[src/design/rv_defs.svh]
`ifndef RV_DEFS_SVH
`define RV_DEFS_SVH

// Datapath and storage sizes
`define XLEN        32
`define REG_COUNT   32
`define IMEM_WORDS  256
`define DMEM_WORDS  256

`define PC_STEP     32'd4
`define RESET_PC    32'd0
`define HALT_INSN   32'h0010_0073   // EBREAK

// APB address map in byte addresses
`define CTRL_ADDR   16'h0000
`define IMEM_BASE   16'h1000
`define DMEM_BASE   16'h2000
`define REG_BASE    16'h3000

// ALU operation codes
`define ALU_ADD     4'd0
`define ALU_SUB     4'd1
`define ALU_AND     4'd2
`define ALU_OR      4'd3
`define ALU_XOR     4'd4
`define ALU_SLTU    4'd9
`define ALU_SLT     4'd10

// Operand A sources
`define OPA_PC      2'd0
`define OPA_ZERO    2'd1
`define OPA_RS1     2'd2

// Major opcodes
`define OP_R        7'b0110011
`define OP_I        7'b0010011
`define OP_LOAD     7'b0000011
`define OP_STORE    7'b0100011
`define OP_BRANCH   7'b1100011
`define OP_LUI      7'b0110111
`define OP_AUIPC    7'b0010111
`define OP_SYSTEM   7'b1110011

`endif
[src/design/rv_pkg.sv]
`include "rv_defs.svh"

package rv_pkg;

    typedef logic [`XLEN-1:0] word_t;
    typedef logic [$clog2(`REG_COUNT)-1:0] reg_addr_t;

    typedef logic [3:0] alu_op_t;
    typedef logic [1:0] opa_sel_t;     // PC, zero or rs1

    // Word indices into the two memories
    typedef logic [$clog2(`IMEM_WORDS)-1:0] imem_addr_t;
    typedef logic [$clog2(`DMEM_WORDS)-1:0] dmem_addr_t;

    typedef logic [15:0] apb_addr_t;

    // Host-visible run state
    typedef enum logic [1:0] {
        IDLE,
        RUN,
        HALTED
    } run_state_e;

endpackage

[src/design/rv_ctrl_if.sv]
// Decoded control bundle for the current instruction
interface rv_ctrl_if import rv_pkg::*; ();

    alu_op_t  alu_op;
    opa_sel_t opa_sel;
    logic     alu_src_imm;   // Operand B from imm instead of rs2
    logic     mem_write;
    logic     mem_to_reg;
    logic     reg_write;
    logic     branch;
    logic     branch_on_ne;  // BNE rather than BEQ
    word_t    imm;

    modport producer (
        output alu_op, opa_sel, alu_src_imm, mem_write, mem_to_reg,
        output reg_write, branch, branch_on_ne, imm
    );

    modport consumer (
        input alu_op, opa_sel, alu_src_imm, mem_write, mem_to_reg,
        input reg_write, branch, branch_on_ne, imm
    );

endinterface

[src/design/rv_decoder.sv]
`include "rv_defs.svh"

module rv_decoder import rv_pkg::*; (
    input  word_t              insn,
    input  logic               running,
    rv_ctrl_if.producer        ctrl,
    output reg_addr_t          rs1,
    output reg_addr_t          rs2,
    output reg_addr_t          rd
);

    logic [6:0] opcode;
    logic [2:0] funct3;
    logic [6:0] funct7;

    word_t imm_i;
    word_t imm_s;
    word_t imm_b;
    word_t imm_u;

    logic write_reg;
    logic write_mem;

    // Shift encodings are not implemented
    function automatic logic arith_legal(input logic [2:0] f3);
        return !(f3 == 3'b001 || f3 == 3'b101);
    endfunction

    function automatic alu_op_t arith_op(input logic [2:0] f3, input logic sub);
        case (f3)
            3'b000:  return sub ? `ALU_SUB : `ALU_ADD;
            3'b010:  return `ALU_SLT;
            3'b011:  return `ALU_SLTU;
            3'b100:  return `ALU_XOR;
            3'b110:  return `ALU_OR;
            default: return `ALU_AND;
        endcase
    endfunction

    assign opcode = insn[6:0];
    assign funct3 = insn[14:12];
    assign funct7 = insn[31:25];

    assign rs1 = insn[19:15];
    assign rs2 = insn[24:20];
    assign rd  = insn[11:7];

    assign imm_i = {{20{insn[31]}}, insn[31:20]};
    assign imm_s = {{20{insn[31]}}, insn[31:25], insn[11:7]};
    assign imm_b = {{19{insn[31]}}, insn[31], insn[7], insn[30:25], insn[11:8], 1'b0};
    assign imm_u = {insn[31:12], 12'b0};

    always_comb begin
        ctrl.alu_op       = `ALU_ADD;
        ctrl.opa_sel      = `OPA_RS1;
        ctrl.alu_src_imm  = 1'b0;
        ctrl.mem_to_reg   = 1'b0;
        ctrl.branch       = 1'b0;
        ctrl.branch_on_ne = 1'b0;
        ctrl.imm          = imm_i;
        write_reg         = 1'b0;
        write_mem         = 1'b0;
        case (opcode)
            `OP_R: begin
                ctrl.alu_op = arith_op(funct3, funct7[5]);
                // SUB is the only R-type with a nonzero funct7
                write_reg = arith_legal(funct3) &&
                            (funct7 == 7'b0 || (funct7 == 7'b0100000 && funct3 == 3'b000));
            end
            `OP_I: begin
                ctrl.alu_op      = arith_op(funct3, 1'b0);
                ctrl.alu_src_imm = 1'b1;
                write_reg        = arith_legal(funct3);
            end
            `OP_LOAD: begin
                ctrl.alu_src_imm = 1'b1;
                ctrl.mem_to_reg  = 1'b1;
                write_reg        = (funct3 == 3'b010);   // LW only
            end
            `OP_STORE: begin
                ctrl.alu_src_imm = 1'b1;
                ctrl.imm         = imm_s;
                write_mem        = (funct3 == 3'b010);   // SW only
            end
            `OP_BRANCH: begin
                ctrl.alu_op       = `ALU_SUB;
                ctrl.imm          = imm_b;
                ctrl.branch       = (funct3 == 3'b000) || (funct3 == 3'b001);
                ctrl.branch_on_ne = funct3[0];
            end
            `OP_LUI, `OP_AUIPC: begin
                ctrl.opa_sel     = (opcode == `OP_LUI) ? `OPA_ZERO : `OPA_PC;
                ctrl.alu_src_imm = 1'b1;
                ctrl.imm         = imm_u;
                write_reg        = 1'b1;
            end
            default: begin
                // EBREAK and unknown opcodes leave state untouched
            end
        endcase
    end

    assign ctrl.reg_write = write_reg & running;
    assign ctrl.mem_write = write_mem & running;

endmodule

[src/flat_wrapper.sv]
// flat-port wrapper written by rule: the top's interface ports become plain ports
module rv_decoder_flat import rv_pkg::*;
  (insn, running, rs1, rs2, rd, ctrl_alu_op, ctrl_opa_sel, ctrl_alu_src_imm, ctrl_mem_write, ctrl_mem_to_reg, ctrl_reg_write, ctrl_branch, ctrl_branch_on_ne, ctrl_imm);
  rv_ctrl_if ctrl_i ();
  input  word_t insn;
  input  logic running;
  output reg_addr_t rs1;
  output reg_addr_t rs2;
  output reg_addr_t rd;
  output wire logic [$bits(ctrl_i.alu_op)-1:0] ctrl_alu_op;
  output wire logic [$bits(ctrl_i.opa_sel)-1:0] ctrl_opa_sel;
  output wire logic [$bits(ctrl_i.alu_src_imm)-1:0] ctrl_alu_src_imm;
  output wire logic [$bits(ctrl_i.mem_write)-1:0] ctrl_mem_write;
  output wire logic [$bits(ctrl_i.mem_to_reg)-1:0] ctrl_mem_to_reg;
  output wire logic [$bits(ctrl_i.reg_write)-1:0] ctrl_reg_write;
  output wire logic [$bits(ctrl_i.branch)-1:0] ctrl_branch;
  output wire logic [$bits(ctrl_i.branch_on_ne)-1:0] ctrl_branch_on_ne;
  output wire logic [$bits(ctrl_i.imm)-1:0] ctrl_imm;
  assign ctrl_alu_op = ctrl_i.alu_op;
  assign ctrl_opa_sel = ctrl_i.opa_sel;
  assign ctrl_alu_src_imm = ctrl_i.alu_src_imm;
  assign ctrl_mem_write = ctrl_i.mem_write;
  assign ctrl_mem_to_reg = ctrl_i.mem_to_reg;
  assign ctrl_reg_write = ctrl_i.reg_write;
  assign ctrl_branch = ctrl_i.branch;
  assign ctrl_branch_on_ne = ctrl_i.branch_on_ne;
  assign ctrl_imm = ctrl_i.imm;
  rv_decoder u_core (.insn(insn), .running(running), .ctrl(ctrl_i), .rs1(rs1), .rs2(rs2), .rd(rd));
endmodule
[config.mk]
export PLATFORM = sky130hd
export DESIGN_NAME = rv_decoder_flat
export DESIGN_NICKNAME = d
export VERILOG_FILES = /design/src/design/rv_pkg.sv /design/src/design/rv_ctrl_if.sv /design/src/design/rv_decoder.sv /design/src/flat_wrapper.sv
export VERILOG_INCLUDE_DIRS = /design/src /design/src/design
export SDC_FILE = /design/constraint.sdc
export NUM_CORES = 1
export LEC_CHECK = 0
export BUFFER_PORTS_ARGS = -buffer_cell sky130_fd_sc_hd__buf_4
export CAP_MARGIN = 25
export CELL_PAD_IN_SITES_DETAIL_PLACEMENT = 0
export CELL_PAD_IN_SITES_GLOBAL_PLACEMENT = 1
export CORE_MARGIN = 2
export CORE_UTILIZATION = 21
export DETAILED_ROUTE_END_ITERATION = 12
export PLACE_DENSITY_LB_ADDON = 0.15
export SLEW_MARGIN = 10
export SYNTH_ARGS = -nofsm -noshare
export SYNTH_HDL_FRONTEND = slang
export SYNTH_SLANG_ARGS = --single-unit
[constraint.sdc]
create_clock -name vclk -period 3.6
set_input_delay 0.36 -clock vclk [all_inputs]
set_output_delay 0.36 -clock vclk [all_outputs]
set_load 0.05 [all_outputs]
# --- Word-level counts from Yosys, hierarchy flattened ---
# Cells that the tools add are included.
op_classes:
  n_eq_ne: 14
  muxes: 13
  n_bitwise: 2
  n_reduce_logical: 10
op_table:
  columns: ["operator", "n"]
  rows:
  - ["31-bit case mux with 3 select lines", 1]
  - ["4-bit case mux with 5 select lines", 2]
  - ["7-bit by 6-bit == test with 1-bit output, second input constant", 4]
  - ["7-bit by 5-bit == test with 1-bit output, second input constant", 2]
  - ["4-bit case mux with 3 select lines", 1]
  - ["3-bit == test, second input constant", 3]
  - ["7-bit by 2-bit == test with 1-bit output, second input constant", 1]
  - ["7-bit == test, second input constant", 1]
  - ["7-bit zero test", 1]
  - ["1-bit two-way mux", 7]
  - ["3-bit by 2-bit == test with 1-bit output, second input constant", 2]
  - ["5-bit OR reduction", 1]
  - ["1-bit case mux with 4 select lines", 1]
  - ["3-bit by 1-bit == test with 1-bit output, second input constant", 1]
  - ["3-bit zero test", 1]
  - ["1-bit logical OR", 3]
  - ["1-bit AND", 2]
  - ["1-bit logical AND", 2]
  - ["2-bit two-way mux", 1]
  - ["2-bit OR reduction", 1]
  - ["1-bit zero test", 1]
totals:
  regBits: 0
  in_bits: 33
  wordCells: 39

# --- Depth between registers and ports, before layout ---
# Gate-level depths: netlist (run 1).
logic_depth:
  ltp_word: 6
  depth_mapped: 6
  mapped_depth_nobuf: 4

# --- Worst setup path before layout (run 1) ---
# No wires, ideal clock.
synth_path:
  path_type: "input to output"
  from: "in insn[2]"
  to: "out ctrl_reg_write"
  arrival_ns: 2.868
  required_time_ns: 3.240
  setup_slack_ns: 0.372
  path_stages: 4
  path_buffers: 0
  cell_sequence: "nand4bb_4 -> nor4_1 -> a22oi_1 -> o21ai_1"
synth_via:
  elab_chain_len: 4
synth_rtl:
  columns: ["element", "line", "rtl"]
  rows:
  - ["start, declared", "flat_wrapper.sv:5", "input word_t insn;"]
  - ["7-bit by 5-bit == test with 1-bit output / 7-bit by 6-bit == test with 1-bit output (equally long branches)", "rv_decoder.sv:63", "case (opcode)"]
  - ["2-bit OR reduction", "rv_decoder.sv:63", null]
  - ["1-bit case mux with 4 select lines (*)", "rv_decoder.sv:63", null]
  - ["1-bit AND (*)", "rv_decoder.sv:103", "assign ctrl.reg_write = write_reg & running;"]
  - ["end, declared", "flat_wrapper.sv:15", "output wire logic [$bits(ctrl_i.reg_write)-1:0] ctrl_reg_write;"]
# Mark *: on every way between the ends. The rest lies on a longest branch, timed or not.

# --- Worst setup path in the final report (run 1) ---
layout_path:
  from: "in insn[3]"
  to: "out ctrl_imm[11]"
layout_via:
  elab_chain_len: 3
layout_rtl:
  columns: ["element", "line", "rtl"]
  rows:
  - ["7-bit by 5-bit == test with 1-bit output / 7-bit by 6-bit == test with 1-bit output (equally long branches)", "rv_decoder.sv:63", null]
  - ["2-bit OR reduction", "rv_decoder.sv:63", null]
  - ["31-bit case mux with 3 select lines (*)", "rv_decoder.sv:63", null]
  - ["end, declared", "flat_wrapper.sv:18", "output wire logic [$bits(ctrl_i.imm)-1:0] ctrl_imm;"]
# Marked as above.

==> results of run 1 <==
-- power breakdown --
part           internal (W)  total (W)  switching (W)
combinational     0.0000820   0.000238       0.000156
sequential                0          0              0
clock                     0          0              0
total             0.0000820   0.000238       0.000156
-- final cells by class --
type               count  share of cell area
repair buffers        94               0.550
multi-input cells     67               0.398
well taps             44              0.0429
inverters              3             0.00878
-- placed cells by master, fill, tap and decap left out --
cell type | netlist | final
inv_1 | 3 | 3
and3_2 | 1 | 1
a211oi_1 | 1 | 1
nor3_1 | 3 | 3
a22o_2 | 4 | 4
a21o_1 | 19 | 19
nand3_1 | 1 | 1
and2_1 | 2 | 2
or4_1 | 1 | 1
nand2_1 | 6 | 6
nor4b_1 | 1 | 1
nand4bb_4 | 1 | 1
nor4_1 | 1 | 1
nor4b_4 | 1 | 1
nor2_1 | 3 | 3
o2111ai_1 | 1 | 1
o21ai_1 | 1 | 1
nor3b_4 | 1 | 1
buf_4 | 19 | 94
nor3b_1 | 1 | 1
o211ai_1 | 1 | 1
nor2b_1 | 7 | 7
nand2b_1 | 2 | 2
a22oi_1 | 1 | 1
o31ai_1 | 2 | 2
mux2_4 | 1 | 1
a21oi_1 | 2 | 2
a32o_1 | 1 | 1
nand2_4 | 1 | 1
-- routing by layer --
layer  track usage  routed length (um)
met1         0.162                1020
met2         0.241                1390
met3       0.00640                 212
met4       0.00311                   0
met5             0                   0
-- final timing paths --
kind,endpoint,startpoint,depth (start not counted),slack (ns)
worst max-delay path,ctrl_imm[11],insn[3],8,1.15
worst min-delay path,rs1[2],insn[17],2,0.99
-- cell families (layout without fill, tap and decap cells) --
family          Yosys count  count (layout)  synth area share
mux                       1               1            0.0222
simple gates             33              33             0.357
compound gates           33              33             0.375
buf+inv                  25              97             0.246
-- metrics by stage --
step / util / setup WS, ns / total power (W) / std cells
after global routing: 0.420 / 1.01 / 0.000249 / 208
after global placement: 0.420 / 1.19 / 0.000239 / 208
final: 0.420 / 1.15 / 0.000238 / 208
after floorplan: - / 0.372 / 0.000161 / 92
after CTS: 0.420 / 1.14 / 0.000240 / 208
after detailed placement: 0.420 / 1.14 / 0.000240 / 208
==> results.md, run 1 <==
* Status: finished, final reports clean
* Tcrit/Tclk final at 0.680
* Overflow after GRT at 0
* Nets at between 150 and 200
* Largest net degree at the start of global routing at 31
* Antenna cells at 0
* Period minus WS final at around 2.4 ns
* First-pass GRT wire length at 3720 um
* Area Growth Syn to Fin at 89.5%
* DR DRC count at 0
* Mapped Area at 677 um^2
* Post-CTS setup repair buffer count at 0
* Vias at 939
* DP Area at about 1300 um^2
* Hpwl dp at 2210 um
* Site row count at 20
* Initial antenna violation count at 0
* CP endpoint kind: primary output
* Multi-input gate area at 510 um^2
* Mapped Cells at about 90
* Final RePlAce weighted congestion at about 0.75
* Cell taking the most area after synthesis: a21o_1
* CP max stage delay at ~0.33 ns
* Slowest stage cell, crit path: buf_4
* Cell mode on critical path: buf_4
* I/O pins at 92
* Final setup viols at 0
* Total Wirelength at 2630 um
* Starting Density at 0.222
* FF/Latch Area at 0 um^2
* Final hold vios at 0
* Tot GR Track Use at 0.126
* Kind of critical path: in -> out
* Arrival @ worst endpoint at about 2.1 ns
* Seq Cell Count at 0
* DR WL/cell at roughly 13 um
* Max-cap violations at 0
* Die Wd at ~60 um
* Worst-case vdd ir drop at slightly above 0.07 mV
* Crit start category: input pin
* Via density at between 4 and 5
* Worst-path maximum fanout at 30
* Post-synth top area share at 0.211
* 1st-iter DRT viols at 38
* Setup tns final at 0 ns
* Pre-antenna DRT Iters at 4
* Fmax at around 400 MHz
* Tightest Hold Check Type: in -> out
* CP required at about 3.2 ns
* CP Buf/Inv Count at 4
* LEAKAGE at between 0.7 and 0.8 nW
* Detail Route Antenna Nets at 0
* Share of cells above drive strength 1 at 0.634
* CP top delay family: buffers and inverters
* Post-synthesis cell type count at 31
* # hold bufs at CTS at 0
* RSZ-0062 raised after global routing: false
* Syn nets at 125
* Worst hold margin at around 0.99 ns
* Number of port buffers at 92
* Core ar. at about 3100 um^2
* Clock buf count at 0
* Top cells by area, synth: a21o_1 21%, buf_4 21%, nor2b_1 6.5%, a22o_2 5.9%, nand4bb_4 4.1%
* Pwr per Cell Area at around 190 nW/um^2
* Max_slew headroom at 0.649
* PostCTS Resize Cnt at 0
* DIE AREA at around 3700 um^2
* Crit path cell chain: buf_4, nand2b_1, nor4b_4, buf_4, nor2b_1, buf_4, mux2_4, buf_4
* Chip height at between 60 and 70 um
* Final instance area at 1280 um^2
* Yosys warnings at 0
* Vias in the first global route at about 830
* Tightest Pin Transition at roughly 0.53 ns
* Post-synthesis sequential area ratio at 0
* Average size of a mapped cell at around 7.4 um^2
* Fill cell count at about 340
* Slew Limit Fails at 0
* Post-synth top cells: 19 x a21o_1, 19 x buf_4, 7 x nor2b_1, 6 x nand2_1, 4 x a22o_2
No activity file was read; power rests on OpenSTA's default activity.
==> run 2, diff against run 1 <==
- CORE_UTILIZATION: 21 -> 19
- clock period: 3.6 -> 2.5 ns (I/O delays scaled with it)
==> results.md, run 2 (synthesis results as in run 1) <==
* 1st-iter DRT viols at 32 (-16%)
* Worst-case vdd ir drop at 0.114 mV (+60%)
* Tightest Hold Check Type: in -> out
* Final RePlAce weighted congestion at 0.662 (-11%)
* Pwr per Cell Area at 262 nW/um^2 (+41%)
* Tightest Pin Transition at 0.400 ns (-0.126 ns)
* Detail Route Antenna Nets at 0 (unchanged)
* Period minus WS final at 1.98 ns
* Via density at 4.36 (-3.5%)
* Total Wirelength at 2590 um (-1.5%)
* Max_slew headroom at 0.733 (+0.0842)
* Area Growth Syn to Fin at 92.8%
* Worst hold margin at 0.766 ns (-0.219 ns)
* Vias at 919 (-2.1%)
* Nets at 200 (+0.50%)
* Worst-path maximum fanout at 3 (-90%)
* Chip height at 63.7 um (+4.8%)
* Commonest non-fill, non-tap cell in the layout: buf_4
* DR DRC count at 0 (unchanged)
* Non-Filler Instances at 211 (+1.4%)
* Arrival @ worst endpoint at 1.73 ns (-0.36 ns)
* Clock buf count at 0 (unchanged)
* Kind of critical path: in -> out
* Number of port buffers at 92 (unchanged)
* Most frequent cells in the layout: 95 x buf_4, 19 x a21o_1, 7 x nor2b_1, 6 x nand2_1, 4 x a22o_2
* Post-Place Cells at 211 (+1.4%)
* FF/Latch Area at 0 um^2 (unchanged)
* DIE AREA at 4060 um^2 (+9.8%)
* PostCTS Resize Cnt at 0 (unchanged)
* CP required at 2.25 ns (-0.99 ns)
* Final setup viols at 0 (unchanged)
* Core ar. at 3390 um^2 (+11%)
* Setup tns final at 0 ns (unchanged)
* Antenna cells at 0 (unchanged)
* DR WL/cell at 12.3 um (-2.9%)
* Final hold vios at 0 (unchanged)
* Share of cells above drive strength 1 at 0.648 (+0.0143)
* Die Wd at 63.7 um (+4.8%)
* CP endpoint kind: primary output
* LEAKAGE at 0.755 nW (+0.91%)
* Max-cap violations at 0 (unchanged)
* Slew Limit Fails at 0 (unchanged)
* Initial antenna violation count at 0 (unchanged)
* Status: finished, final reports clean
* Power Total at 0.000342 W (+44%)
* # hold bufs at CTS at 0 (unchanged)
* Crit start category: input pin
* Overflow after GRT at 0 (unchanged)
* Tcrit/Tclk final at 0.794
* Final core utilization at 0.385 (-0.0351)
* Fmax at 504 MHz
* Pre-antenna DRT Iters at 4 (unchanged)
* Post-CTS setup repair buffer count at 0 (unchanged)
* First-pass GRT wire length at 4140 um (+11%)
* Worst min-delay path startpoint: insn[9]
* Tot GR Track Use at 0.120 (-0.00537)
* Vias in the first global route at 877 (+5.2%)
* Starting Density at 0.200 (-0.0220)
* Largest net degree at the start of global routing at 21 (-32%)
* Site row count at 21 (+5.0%)
* Worst hold path endpoint: rd[2]
* Hold depth at 2 (unchanged)
* Seq Cell Count at 0 (unchanged)
* I/O pins at 92 (unchanged)
* RSZ-0062 raised after global routing: false
* CP Launch Point: insn[31]
* Hpwl dp at 2220 um (+0.19%)
run 2: cell types whose count changed in the layout (fill, tap and decap cells not counted):
cell     previous run  this run
nor4_2              0         1
buf_4              94        95
nor4_1              1         0
nor4b_1             1         0
nor4b_2             0         1
run 2: per-layer routing:
metal,wire (um),vias up,GRT usage
li1,-,469,-
met1,1070,407,0.157
met2,1300,43,0.217
met3,220,0,0.0214
met4,0,0,0
met5,0,-,0
run 2: worst max-delay path, stage by stage:
cell	delay, ns
buf_4	0.12
or4_1	0.53
o31ai_1	0.31
o2111ai_1	0.18
o21ai_1	0.14
buf_4	0.21
run 2: worst max path at each step:
stage,endpoint,slack [ns],cells after the start
2_1_floorplan,ctrl_reg_write,0.16,4
3_3_place_gp,ctrl_reg_write,0.52,6
3_5_place_dp,ctrl_imm[0],0.52,7
4_1_cts,ctrl_imm[0],0.52,7
5_1_grt,ctrl_imm[0],0.43,7
6_report,ctrl_reg_write,0.52,6
run 2: through the flow:
stage / setup slack [ns] / area [um^2]
5_1_grt: 0.429 / 1310
6_report: 0.516 / 1310
3_3_place_gp: 0.518 / 1310
4_1_cts: 0.523 / 1310
2_1_floorplan: 0.163 / 689
3_5_place_dp: 0.523 / 1310
run 2: cell type report:
cell class	count	area [um^2]
fill	348	2080
timing repair buffer	95	713
multi-input combinational	67	523
tap	46	57.6
inverter	3	11.3
run 2: report_power, final:
part / switching, W / leakage, nW / total, W / internal (W)
Sequential: 0 / 0 / 0 / 0
Clock: 0 / 0 / 0 / 0
Combinational: 0.000224 / 0.755 / 0.000342 / 0.000118
Total: 0.000224 / 0.755 / 0.000342 / 0.000118
